==> config.mk <==
export PLATFORM = sky130hd
export DESIGN_NAME = transactionSequencer
export DESIGN_NICKNAME = d
export VERILOG_FILES = /design/src/rtl/i2cPkg.sv /design/src/rtl/transactionSequencer.sv
export VERILOG_INCLUDE_DIRS = /design/src /design/src/rtl
export SDC_FILE = /design/constraint.sdc
export NUM_CORES = 1
export LEC_CHECK = 0
export ABC_AREA = 1
export BUFFER_PORTS_ARGS = -buffer_cell sky130_fd_sc_hd__clkbuf_2
export CORE_ASPECT_RATIO = 0.9
export CORE_MARGIN = 5
export CORE_UTILIZATION = 54
export DETAILED_ROUTE_END_ITERATION = 10
export PLACE_DENSITY_LB_ADDON = 0.08
export SYNTH_ARGS = -nofsm -noshare
export SYNTH_HDL_FRONTEND = slang
export SYNTH_SLANG_ARGS = --single-unit
==> constraint.sdc <==
create_clock -name i2c_clock -period 2.5 [get_ports i2c_clock]
set_input_delay 0.375 -clock i2c_clock [delete_from_list [all_inputs] [get_ports i2c_clock]]
set_output_delay 0.375 -clock i2c_clock [all_outputs]
set_load 0.02 [all_outputs]
==> src/rtl/i2c_cfg.svh <==
// bus timing and byte width macros for the I2C master
`ifndef I2C_CFG_SVH
`define I2C_CFG_SVH

// i2c_clock cycles per quarter of an SCL bit
// one bit period is four times this value
`define I2C_PHASE_DIVIDE 1

// bits per byte field and per shift count
`define I2C_BYTE_BITS 8

`endif

==> src/rtl/i2cPkg.sv <==
// command, response, SCL phase and SDA line request types
`include "i2c_cfg.svh"

package i2cPkg;

	// one requested register access
	typedef struct packed {
		logic [6:0]                  deviceAddr;
		logic [`I2C_BYTE_BITS-1:0]   regAddr;
		logic [`I2C_BYTE_BITS-1:0]   writeData;
		logic                        isRead;
	} i2cCommand_t;

	// result of one access
	// readData stays zero after a write or a missing acknowledge
	typedef struct packed {
		logic [`I2C_BYTE_BITS-1:0]   readData;
		logic                        ackError;
	} i2cResponse_t;

	// quarter of the bit period, SCL high in rise and high
	typedef enum logic [1:0] {
		phaseLowEarly = 2'd0,
		phaseRise     = 2'd1,
		phaseHigh     = 2'd2,
		phaseLowLate  = 2'd3
	} sclPhase_t;

	// what SDA does over the current bit
	typedef enum logic [2:0] {
		actionIdle    = 3'd0,
		actionStart   = 3'd1,
		actionStop    = 3'd2,
		actionSendBit = 3'd3,
		actionRelease = 3'd4
	} sdaAction_t;

	// per-bit request from the sequencer to the line driver
	typedef struct packed {
		sdaAction_t  action;
		logic        bitValue;
	} lineRequest_t;

endpackage

==> src/rtl/transactionSequencer.sv <==
// transaction FSM with byte shift register, bit counter and command/response handshakes
`timescale 1ns/1ns
`include "i2c_cfg.svh"

module transactionSequencer (
	input  logic                 i2c_clock,
	input  logic                 reset,
	input  logic                 cmdValid,
	output logic                 cmdReady,
	input  i2cPkg::i2cCommand_t  cmdData,
	output logic                 rspValid,
	input  logic                 rspReady,
	output i2cPkg::i2cResponse_t rspData,
	input  logic                 bitEnd,
	input  logic                 sampledBit,
	output logic                 running,
	output i2cPkg::lineRequest_t lineReq
);

	localparam int countBits = $clog2(`I2C_BYTE_BITS);

	typedef enum logic [3:0] {
		stIdle,
		stStart,
		stDevice,
		stAck,
		stRegister,
		stData,
		stRestart,
		stReadAddr,
		stReadData,
		stMasterNack,
		stStop,
		stRespond
	} seqState_t;

	seqState_t                 state;
	// stage that follows a good acknowledge
	seqState_t                 ackNext;
	logic [countBits-1:0]      bitCount;
	logic                      lastBit;
	i2cPkg::i2cCommand_t       cmdReg;
	logic [`I2C_BYTE_BITS-1:0] shiftReg;
	i2cPkg::i2cResponse_t      rspReg;
	logic                      acceptCmd;
	logic                      rspTaken;

	assign lastBit   = (bitCount == countBits'(`I2C_BYTE_BITS - 1));
	assign acceptCmd = (state == stIdle) && cmdValid;
	assign rspTaken  = (state == stRespond) && rspReady;

	assign cmdReady = (state == stIdle);
	assign rspValid = (state == stRespond);
	assign rspData  = rspReg;
	assign running  = (state != stIdle) && (state != stRespond);

	// stage control, moves on bitEnd apart from the two handshakes
	always_ff @(posedge i2c_clock) begin
		if (reset) begin
			state    <= stIdle;
			ackNext  <= stIdle;
			bitCount <= '0;
		end else if (acceptCmd) begin
			state    <= stStart;
			bitCount <= '0;
		end else if (rspTaken) begin
			state <= stIdle;
		end else if (bitEnd) begin
			case (state)
				stStart: begin
					state   <= stDevice;
					ackNext <= stRegister;
				end
				stDevice, stRegister, stData, stReadAddr: begin
					if (lastBit) begin
						state    <= stAck;
						bitCount <= '0;
					end else begin
						bitCount <= bitCount + 1'b1;
					end
				end
				stAck: begin
					// NACK from the target aborts straight to stop
					if (sampledBit) begin
						state <= stStop;
					end else begin
						state <= ackNext;
						case (ackNext)
							stRegister: ackNext <= cmdReg.isRead ? stRestart : stData;
							stData:     ackNext <= stStop;
							default:    ackNext <= ackNext;
						endcase
					end
				end
				stRestart: begin
					state   <= stReadAddr;
					ackNext <= stReadData;
				end
				stReadData: begin
					if (lastBit) begin
						state    <= stMasterNack;
						bitCount <= '0;
					end else begin
						bitCount <= bitCount + 1'b1;
					end
				end
				stMasterNack: state <= stStop;
				stStop:       state <= stRespond;
				default:      state <= state;
			endcase
		end
	end

	// command copy, outgoing byte and response accumulation
	always_ff @(posedge i2c_clock) begin
		if (acceptCmd) begin
			cmdReg <= cmdData;
			rspReg <= '0;
		end else if (bitEnd) begin
			case (state)
				// first byte carries the direction in its low bit
				stStart:   shiftReg <= {cmdReg.deviceAddr, 1'b0};
				stRestart: shiftReg <= {cmdReg.deviceAddr, 1'b1};
				stDevice, stRegister, stData, stReadAddr: begin
					shiftReg <= shiftReg << 1;
				end
				stAck: begin
					if (sampledBit) begin
						rspReg.ackError <= 1'b1;
					end else if (ackNext == stRegister) begin
						shiftReg <= cmdReg.regAddr;
					end else if (ackNext == stData) begin
						shiftReg <= cmdReg.writeData;
					end
				end
				// MSB arrives first
				stReadData: begin
					rspReg.readData <= {rspReg.readData[`I2C_BYTE_BITS-2:0], sampledBit};
				end
				default: begin
					shiftReg <= shiftReg;
				end
			endcase
		end
	end

	// line request follows the stage, so it only moves on bitEnd while running
	always_comb begin
		lineReq.action   = i2cPkg::actionIdle;
		lineReq.bitValue = 1'b1;
		case (state)
			stStart, stRestart: begin
				lineReq.action = i2cPkg::actionStart;
			end
			stDevice, stRegister, stData, stReadAddr: begin
				lineReq.action   = i2cPkg::actionSendBit;
				lineReq.bitValue = shiftReg[`I2C_BYTE_BITS-1];
			end
			stAck, stReadData: begin
				lineReq.action = i2cPkg::actionRelease;
			end
			// single byte read ends with NACK, SDA left high
			stMasterNack: begin
				lineReq.action   = i2cPkg::actionSendBit;
				lineReq.bitValue = 1'b1;
			end
			stStop: begin
				lineReq.action = i2cPkg::actionStop;
			end
			default: begin
				lineReq.action = i2cPkg::actionIdle;
			end
		endcase
	end

endmodule

======== Yosys cells after proc, flatten, opt, wreduce, memory -nomap -nowiden ========
Cells that the tools add are included.
word-level totals
  memory bits (writable) .................. 0
  latch bits .............................. 0
  logic and storage cells ................. 77
  output and inout bits ................... 16
  input port bits ......................... 30
  flip-flop bits (word level) ............. 52
  memories ................................ 0
  bits in read-only memories .............. 0
operators by class
  shifts and indexed selects .............. 0
  add/subtract/negate cells ............... 1
  div/mod/pow operators ................... 0
  equal/unequal tests ..................... 21
  reduce and logical (&&, ||, !) cells .... 24
  bitwise logic cells ..................... 2
  multiplexer cells ....................... 18
  order comparisons ....................... 0
  $mul .................................... 0
operators with widths
  operator                                                                number
  8-bit case mux with 4 select lines                                      1
  4-bit case mux with 7 select lines                                      1
  4-bit by 3-bit equality test with 1-bit output (second input constant)  6
  8-bit two-way mux                                                       3
  4-bit equality test (second input constant)                             4
  4-bit two-way mux                                                       4
  4-bit != test (second input constant)                                   3
  3-bit case mux with 4 select lines                                      1
  4-bit case mux with 3 select lines                                      1
  5-bit OR reduction                                                      2
  9-bit nonzero test                                                      1
  4-bit by 2-bit equality test with 1-bit output (second input constant)  2
  4-bit case mux with 2 select lines                                      1
  4-bit AND reduction                                                     2
  4-bit nonzero test                                                      2
  7-bit nonzero test                                                      1
  2-bit != test (second input constant)                                   3
  3-bit AND reduction                                                     2
  6-bit AND reduction                                                     1
  3-bit nonzero test                                                      2
  2-bit OR reduction                                                      3
  5-bit AND reduction                                                     1
  4-bit by 1-bit equality test with 1-bit output (second input constant)  1
  4-bit zero test                                                         1
  other kinds (11)                                                        17

======== Depth between registers and ports, before layout ========
Gate-level depths: netlist of the first run.
  depth in word-level cells ............... 6
  mapped depth ............................ 11
  mapped depth without buffers ............ 10

======== Worst setup path before layout of the first run ========
OpenSTA, ideal clock, no wires.
  path type ............................... register to register
  start ................................... reg state[0]
  end ..................................... reg cmdReg[0] in the netlist's numbering, enable pin
  clock period less this slack ............ 1.889 ns
  data arrival time ....................... 1.400 ns
  library setup time ...................... 0.490 ns
  slack ................................... 0.611 ns
  cell stages (with the launch flop) ...... 6
  buffers on the path ..................... 0
  data required time ...................... 2.010 ns
  cell sequence ........................... dfxtp_1 nor2_1 nand2_1 inv_1 nand2_1 clkinv_1
between the ends
  longest elaborated chain between the ends .. 2
ends and longest elaborated chain
  what                    RTL line                     source
  from (decl)             transactionSequencer.sv:37   seqState_t state;
  from (signal assigned)  transactionSequencer.sv:60   state <= stIdle;
  from (signal assigned)  transactionSequencer.sv:64   state <= stStart;
  from (signal assigned)  transactionSequencer.sv:67   state <= stIdle;
  4-bit zero test         n/a
  net cmdReady            transactionSequencer.sv:9    output logic cmdReady,
  1-bit logical AND       transactionSequencer.sv:49   assign acceptCmd = (state == stIdle) && cmdValid;
  net acceptCmd           transactionSequencer.sv:45   logic acceptCmd;
  to (signal assigned)    transactionSequencer.sv:117  cmdReg <= cmdData;
  to (decl)               transactionSequencer.sv:42   i2cPkg::i2cCommand_t cmdReg;
The timed path passes the listed nets, and every way through them passes these cells.
A chain may end at the register's enable or synchronous reset.

==> flow_summary.yaml, run 1 <==
sta:
  hold_violations: 0
  tightestPinTransition_ps: 842
  period_share: 0.879
  setup_viol: 0
  tns_ps: 0
  holdWs_ps: 236
  fin_worst_skew_ps: 4.23
  rsz0062_at_grt: "no"
  max_freq_mhz: 455
  fin_crit_ps: 2200
  max_slew_margin: 0.435
  slew_violations: 0
  setup_ws_ps: 303
global_routing:
  grt_max_degree: 27
  grt_use_total: 0.186
  grt_pass1_wl_um: 8200
  grt_pass1_vias: 1768
  overflow: 0
  antenna_found_initial: 0
clock_tree:
  cts_tree: "yes"
  clockBufferDepth: 2
  path_clk_slew_ps: 90
  cts_buffers: 5
  cts-root-buf: "clkbuf_8"
  post_cts_buffers: 0
  clock-sinks: 52
  clkLatencyLatePin_ps: 310
  htreeDepth: 2
synth:
  synthXorXnorAreaFrac: 0
  synth_top_family_by_area: "simple AND/OR/NAND/NOR gates"
  yosys.area_share.simple: 0.225
  yosys-mux-area-fraction: 0
  netlist_instances: 248
  syn_avg_cell_area_um2: 9.25
  ys_ff_latch: 52
  yosysSeqAreaShare: 0.593
  yosysUniqueCellTypes: 25
  synth_compound_area_frac: 0.117
  syn_area_um2: 2290
  synth_nets: 280
  yosys_warnings: 0
  synth_fa_ha_area_frac: 0.0109
drt:
  first_pass_iters: 4
  vias_per_cell: 5.31
  num_vias: 1859
  drc_errors: 0
  antenna_left: 0
  first_iter_violations: 124
  routed_wl_um: 4840
  wire_per_inst_um: 13.8
worst_setup_path:
  arrival_ps: 1820
  slowest_delay_ps: 420
  cp_max_fo: 13
  startpoint_type: "flop"
  crit_slowest_cell: "dfxtp_1"
  crit_chain: "inv_1 -> nor2_2 -> nand2_1 -> nand2_2 -> inv_2 -> nor2_1 -> inv_1 -> clkbuf_2"
  worstPathRequired_ps: 2120
  endpoint_kind: "primary output"
  ff2ff_setup_slack_ps: 400
  worstSetupPathType: "reg2out"
  critical_path.most_common_cell: "inv_1"
flow_run:
  maxCapViolations: 0
worst_hold_path:
  hold_path_class: "in2reg"
final_layout:
  fin_nets: 333
  syn_to_final_growth_pct: 17.3
  antenna_cells: 0
  drive_gt1_frac: 0.242
die:
  dieArea_um2: 5650
  start_util: 0.559
  coreArea_um2: 4100
  die_w_um: 78.7
  num_rows: 22
  num_io_pins: 46
  fp.dieH_um: 71.8
power:
  p_per_area_nw_per_um2: 1200
  power.internal_mw: 1.91
  pwr-share-clk: 0.154
  p_seq_frac: 0.426
  swShare: 0.410
  switchingPower_mw: 1.33
  p_leak_nw: 1.15
  irDropWorstVdd_mv: 0.584
  comb_power_share: 0.420
placement:
  portBuffers: 45
  place_ws_ps: 362
  hpwl_um: 3510
  gp_congestion: 0.845
run_status:
  status: "finished, final reports clean"
logic make-up (layout without fill, tap and decap cells):
logic type                 count (synthesis)  in the layout
buffers and inverters                     30             84
AOI/OAI and AO/OA                         47             47
and+or+nand+nor                          117            117
DFF                                       52             52
adders and majority gates                  2              2
layer usage:
metal / share of wire / global-route usage / up-vias
met4: 0.020 / 0.0738 / 0
met2: 0.46 / 0.271 / 53
met1: 0.46 / 0.271 / 843
met3: 0.056 / 0.0389 / 12
met5: 0 / 0 / -
li1: - / - / 951
placed cells by master (no fill, tap or decap), types with 6 or more instances in the layout:
cell type / count
nand3_1: 22
o21ai_0: 7
clkbuf_8: 6
nand2_1: 60
o311ai_0: 7
clkbuf_2: 45
nor2_1: 25
a21oi_1: 30
inv_1: 20
edfxtp_1: 32
dfxtp_1: 20
timing repair:
action,4_1_cts,5_1_grt
gates resized for setup,0,1
endpoints found under the hold margin,0,0
setup endpoints to repair,0,1
hold buffers,0,0
critical path: cells and delay by family, from the launching register on:
kind | cells | cell delay [ps]
simple gates | 4 | 650
flops | 1 | 420
buf+inv | 4 | 440
power groups by stage:
stage                     clock network (mW)  registers [mW]  logic [mW]
after floorplan                            0            1.38       0.959
after global placement                     0            1.39        1.35
after detailed placement                   0            1.40        1.35
after CTS                              0.507            1.38        1.36
after global routing                   0.546            1.41        1.52
final                                  0.501            1.38        1.36
stage by stage:
step                      power (mW)  utilization  instance area (um^2)  cells
final                           3.24        0.656                  2690    350
after CTS                       3.25        0.656                  2690    350
after global placement          2.75        0.632                  2590    342
after detailed placement        2.75        0.632                  2590    342
after floorplan                 2.34            -                  2290    248
after global routing            3.48        0.656                  2690    350
final timing paths:
path         startpoint          to  cells past startpoint
max            state[1]  lineReq[2]                      8
min          cmdData[9]   cmdReg[9]                      1
max reg2reg    state[0]  rspData[1]                      7
min reg2reg  rspData[0]  rspData[0]                      2
cells in the mapped netlist, drive strengths merged:
cell type	n	area, um^2
clkinv	1	3.75
dfxtp	20	400
buf	3	21.3
o21ai	9	48.8
nor3	1	5.00
or2	1	6.26
nand2	62	235
nand3	23	120
a21oi	30	150
o311ai	8	70.1
clkbuf	1	3.75
ha	2	25.0
nand4	1	21.3
nor2	29	129
inv	25	93.8
edfxtp	32	961
state kept, by name (all words and copies together) (netlist names):
signal and cells:
cmdReg 24, rspData 9, shiftReg 8, ackNext 4
state 4, bitCount 3
final cells by class:
| class | count | area (um^2) |
|---|---|---|
| Multi-Input combinational cell | 166 | 813 |
| Clock buffer | 6 | 82.6 |
| Tap cell | 48 | 60.1 |
| Timing Repair Buffer | 50 | 263 |
| Fill cell | 349 | 1410 |
| Inverter | 26 | 97.6 |
| Clock inverter | 2 | 13.8 |
| Sequential cell | 52 | 1360 |
No activity file was read; power rests on OpenSTA's default activity.
==> run 2: changes to the inputs <==
--- a/config.mk
+++ b/config.mk
@@ -10,7 +10,7 @@
 export BUFFER_PORTS_ARGS = -buffer_cell sky130_fd_sc_hd__clkbuf_2
 export CORE_ASPECT_RATIO = 0.9
 export CORE_MARGIN = 5
-export CORE_UTILIZATION = 54
+export CORE_UTILIZATION = 49
 export DETAILED_ROUTE_END_ITERATION = 10
 export PLACE_DENSITY_LB_ADDON = 0.08
 export SYNTH_ARGS = -nofsm -noshare
==> constraint.sdc (replaced) <==
create_clock -name i2c_clock -period 1.8 [get_ports i2c_clock]
set_input_delay 0.27 -clock i2c_clock [delete_from_list [all_inputs] [get_ports i2c_clock]]
set_output_delay 0.27 -clock i2c_clock [all_outputs]
set_load 0.02 [all_outputs]
==> run 2 against run 1 <==
- sequential cell count unchanged
- combinational power increased by 49%
- wire length decreased by 3.7%
- clock power increased by 25%
- non-clock buffer count increased by 5
- core utilization decreased by 3.6 points
- count of clock-buffer cells in the layout unchanged
- final area increased by 3.5%
- critical endpoint is now lineReq[0]
==> flow_summary.yaml, run 2 (synthesized netlist as in run 1, its figures left out) <==
sta:
  hold_violations: 0
  slew_violations: 0
  tightestPinTransition_ps: 357
  holdWs_ps: 136
  fin_worst_skew_ps: 8.03
  max_freq_mhz: 586
  tns_ps: 0
  max_slew_margin: 0.759
  rsz0062_at_grt: "yes"
  fin_crit_ps: 1710
  period_share: 0.949
  setup_ws_ps: 92.2
  setup_viol: 0
worst_hold_path:
  hold_path_class: "in2reg"
placement:
  hpwl_um: 3540
  dp.cells: 361
  place_ws_ps: 123
  portBuffers: 45
  placed_area_um2: 2660
  gp_congestion: 0.900
clock_tree:
  cts_tree: "yes"
  post_cts_buffers: 0
  htreeDepth: 2
  clock-sinks: 52
  clockBufferDepth: 2
  cts-root-buf: "clkbuf_8"
  path_clk_slew_ps: 90
  cts_buffers: 5
  clkLatencyLatePin_ps: 300
  ctsHoldBuffers: 0
drt:
  first_iter_violations: 104
  wire_per_inst_um: 12.6
  first_pass_iters: 4
  num_vias: 1827
  antenna_left: 0
  vias_per_cell: 4.95
  drc_errors: 0
  routed_wl_um: 4670
worst_setup_path:
  worstPathRequired_ps: 1530
  crit_chain: "inv_2 -> nand2_1 -> nand2_2 -> nand2_4 -> or2_2 -> clkbuf_2"
  cp_max_fo: 8
  startpoint_type: "flop"
  arrival_ps: 1440
  endpoint_kind: "primary output"
  path_buf_inv: 2
  ff2ff_setup_slack_ps: 190
  critical_path.top_delay_family: "simple AND/OR/NAND/NOR gates"
  worstSetupPathType: "reg2out"
  crit_slowest_cell: "dfxtp_2"
  slowest_delay_ps: 340
final_layout:
  final_cells: 369
  most-common-layout-cells: "nand2_1, clkbuf_2, edfxtp_1"
  seqCellArea_um2: 1370
  multi_input_area_um2: 838
  fin_util: 0.620
  num-fill-cells: 413
  largest_reg_flops: 24
  syn_to_final_growth_pct: 21.4
  final_common_cell: "nand2_1"
  drive_gt1_frac: 0.293
  final_cell_area_um2: 2790
  largest-register: "cmdReg"
  antenna_cells: 0
  fin_nets: 338
global_routing:
  grt_pass1_vias: 1689
  grt_use_total: 0.162
  grt_max_degree: 34
  grt_pass1_wl_um: 7520
  antenna_found_initial: 0
  overflow: 0
die:
  num_io_pins: 46
  start_util: 0.511
  fp.dieH_um: 74.9
  num_rows: 23
  coreArea_um2: 4490
  dieArea_um2: 6150
  die_w_um: 82.1
flow_run:
  maxCapViolations: 0
power:
  p_per_area_nw_per_um2: 1650
  irDropWorstVdd_mv: 0.770
  p_leak_nw: 1.17
  fin_total_pwr_mw: 4.60
run_status:
  status: "finished, final reports clean"
-- run 2: cell types whose count changed in the layout (fill, tap and decap cells not counted), sizes merged --
cell,delta
buf,+5
clkinvlp,+1
inv,-1
-- run 2: area by class of cell --
class,count,area share
Inverter,26,0.0364
Timing Repair Buffer,55,0.112
Multi-Input combinational cell,166,0.301
Clock buffer,6,0.0261
Sequential cell,52,0.492
Tap cell,62,0.0279
Clock inverter,2,0.00404
-- run 2: worst paths after layout --
kind,startpoint,cells past startpoint,to
setup / recovery,state[3],6,lineReq[0]
hold / removal,cmdData[9],1,cmdReg[9]
setup reg to reg,state[0],8,shiftReg[5]
hold reg to reg,rspData[0],2,rspData[0]
-- run 2: report_power, final --
group / total, mW / internal [mW] / switching (mW) / leakage (nW)
Combinational: 2.03 / 0.689 / 1.34 / 0.664
Sequential: 1.94 / 1.78 / 0.161 / 0.466
Clock: 0.626 / 0.270 / 0.356 / 0.0388
Total: 4.60 / 2.74 / 1.86 / 1.17
-- run 2: worst reg2reg max path: cells and delay by family (launching register included) --
| kind | cells | cell delay, ps |
|---|---|---|
| AOI/OAI and AO/OA | 2 | 310 |
| buffers and inverters | 3 | 330 |
| DFF | 1 | 370 |
| and+or+nand+nor | 3 | 330 |
-- run 2: layer usage --
| layer | part of all wire | vias to the layer above | track usage |
|---|---|---|---|
| met5 | 0 | - | 0 |
| met4 | 0.014 | 0 | 0.0609 |
| met3 | 0.056 | 7 | 0.0347 |
| met2 | 0.44 | 43 | 0.242 |
| met1 | 0.49 | 815 | 0.232 |
| li1 | - | 962 | - |
-- run 2: what timing repair did --
action,4_1_cts,5_1_grt
setup endpoints to repair,3,3
pin swaps,0,0
resized for setup,5,14
cloned,0,0
==> run 3: changes to the inputs <==
--- a/config.mk
+++ b/config.mk
@@ -10,7 +10,8 @@
 export BUFFER_PORTS_ARGS = -buffer_cell sky130_fd_sc_hd__clkbuf_2
 export CORE_ASPECT_RATIO = 0.9
 export CORE_MARGIN = 5
-export CORE_UTILIZATION = 49
+export CORE_UTILIZATION = 51
+export CTS_BUF_LIST = sky130_fd_sc_hd__clkbuf_4
 export DETAILED_ROUTE_END_ITERATION = 10
 export PLACE_DENSITY_LB_ADDON = 0.08
 export SYNTH_ARGS = -nofsm -noshare
==> run 3 against run 2 <==
- register-to-register slack worse by 40 ps
- final cell count increased by 2.4%
- sequential power about the same
- critical path depth shrank 1
- sequential cell count stayed put
- hold slack worse by 72 ps
- core utilization grew 4.4 points
- power rose by 5.8%
- global-route usage is 1.2 points higher
==> flow_summary.yaml, run 3 (synthesized netlist as in run 1, its figures left out) <==
run_status:
  status: "finished, final reports clean"
placement:
  place_ws_ps: 84.0
  gp_congestion: 0.937
  placed_area_um2: 2650
  hpwl_um: 3400
  dp.cells: 358
  portBuffers: 45
final_layout:
  drive_gt1_frac: 0.342
  largest_reg_flops: 24
  multi_input_area_um2: 892
  final_common_cell: "nand2_1"
  seqCellArea_um2: 1380
  final_cells: 378
  antenna_cells: 0
  num-fill-cells: 370
  largest-register: "cmdReg"
  most-common-layout-cells: "nand2_1, clkbuf_2, edfxtp_1"
  fin_nets: 347
  final_cell_area_um2: 2930
  syn_to_final_growth_pct: 27.5
global_routing:
  grt_max_degree: 34
  overflow: 0
  grt_pass1_wl_um: 7890
  antenna_found_initial: 0
  grt_use_total: 0.173
  grt_pass1_vias: 1740
drt:
  drc_errors: 0
  first_pass_iters: 4
  routed_wl_um: 4740
  wire_per_inst_um: 12.5
  first_iter_violations: 112
  num_vias: 1887
  vias_per_cell: 4.99
  antenna_left: 0
die:
  start_util: 0.521
  die_w_um: 80.7
  num_io_pins: 46
  fp.dieH_um: 73.6
  coreArea_um2: 4400
  dieArea_um2: 5940
  num_rows: 23
power:
  switchingPower_mw: 2.01
  irDropWorstVdd_mv: 0.806
  comb_power_share: 0.489
  p_leak_nw: 1.26
  swShare: 0.412
  p_per_area_nw_per_um2: 1660
  power.internal_mw: 2.86
  p_seq_frac: 0.405
  pwr-share-clk: 0.106
clock_tree:
  htreeDepth: 2
  path_clk_slew_ps: 150
  clock-sinks: 52
  cts_buffers: 5
  cts-root-buf: "clkbuf_4"
  clkLatencyLatePin_ps: 370
  clockBufferDepth: 2
  cts_tree: "yes"
  ctsHoldBuffers: 0
sta:
  holdWs_ps: 63.3
  hold_violations: 0
  slew_violations: 0
  tightestPinTransition_ps: 360
  fin_crit_ps: 1790
  setup_ws_ps: 12.8
  max_freq_mhz: 560
  setup_viol: 0
  period_share: 0.993
  rsz0062_at_grt: "yes"
  fin_worst_skew_ps: 14.8
  max_slew_margin: 0.757
worst_setup_path:
  worstSetupPathType: "reg2out"
  startpoint_type: "flop"
  arrival_ps: 1520
  endpoint_kind: "primary output"
  worstPathRequired_ps: 1530
  cp_max_fo: 5
flow_run:
  maxCapViolations: 0
worst_hold_path:
  hold_path_class: "in2reg"
-- run 3: cell types whose count changed in the layout (fill, tap and decap cells not counted), sizes merged --
cell      before  now
clkbuf        51   46
clkinv         2    3
buf           10   23
inv           25   26
clkinvlp       1    0
-- run 3: stage by stage --
stage               power [mW]  TNS (ps)   util
floorplan                 3.24         0      -
global placement          3.88         0  0.602
detailed placement        3.89         0  0.602
CTS                       4.57     -29.0  0.635
global route              5.23      -117  0.664
finish                    4.87         0  0.664
-- run 3: path summary, 6_finish.rpt --
check                            startpoint           to  slack, ps  cells past startpoint
worst min-delay path            cmdData[23]   cmdReg[23]         60                      1
worst max-delay path               state[1]   lineReq[1]         10                      5
worst min register to register   rspData[0]   rspData[0]        460                      2
worst max register to register     state[1]  shiftReg[2]        150                     10
-- run 3: repair_timing --
action	4_1_cts	5_1_grt
hold endpoints to repair	0	0
buffers inserted	7	5
endpoints found under the setup margin	4	14
pin swaps	2	5
gates resized for setup	14	35
-- run 3: cell type report --
type | count | share of cell area
Clock buffer | 5 | 0.0128
Clock inverter | 3 | 0.00770
Inverter | 26 | 0.0381
Multi-Input combinational cell | 166 | 0.305
Sequential cell | 52 | 0.470
Tap cell | 62 | 0.0265
Timing Repair Buffer | 64 | 0.139
-- run 3: power groups by stage --
stage | logic [mW] | registers, mW | clock network [mW]
floorplan | 1.34 | 1.91 | 0
global placement | 1.95 | 1.93 | 0
detailed placement | 1.96 | 1.94 | 0
CTS | 2.12 | 1.92 | 0.534
global route | 2.63 | 2.01 | 0.596
finish | 2.38 | 1.97 | 0.514
-- run 3: metal layers --
layer	share of wire	wire, um	up-vias	GRT usage
met2	0.44	2070	60	0.259
met4	0.018	87	0	0.0619
met3	0.068	323	8	0.0453
met5	0	0	-	0
met1	0.48	2260	839	0.244
li1	-	-	980	-
-- run 3: critical path: stages, from the launching register on --
cell and delay (ps):
dfxtp_4 390, inv_1 80, nor2_4 150, nand2_1 170, o311ai_0 140, buf_2 220
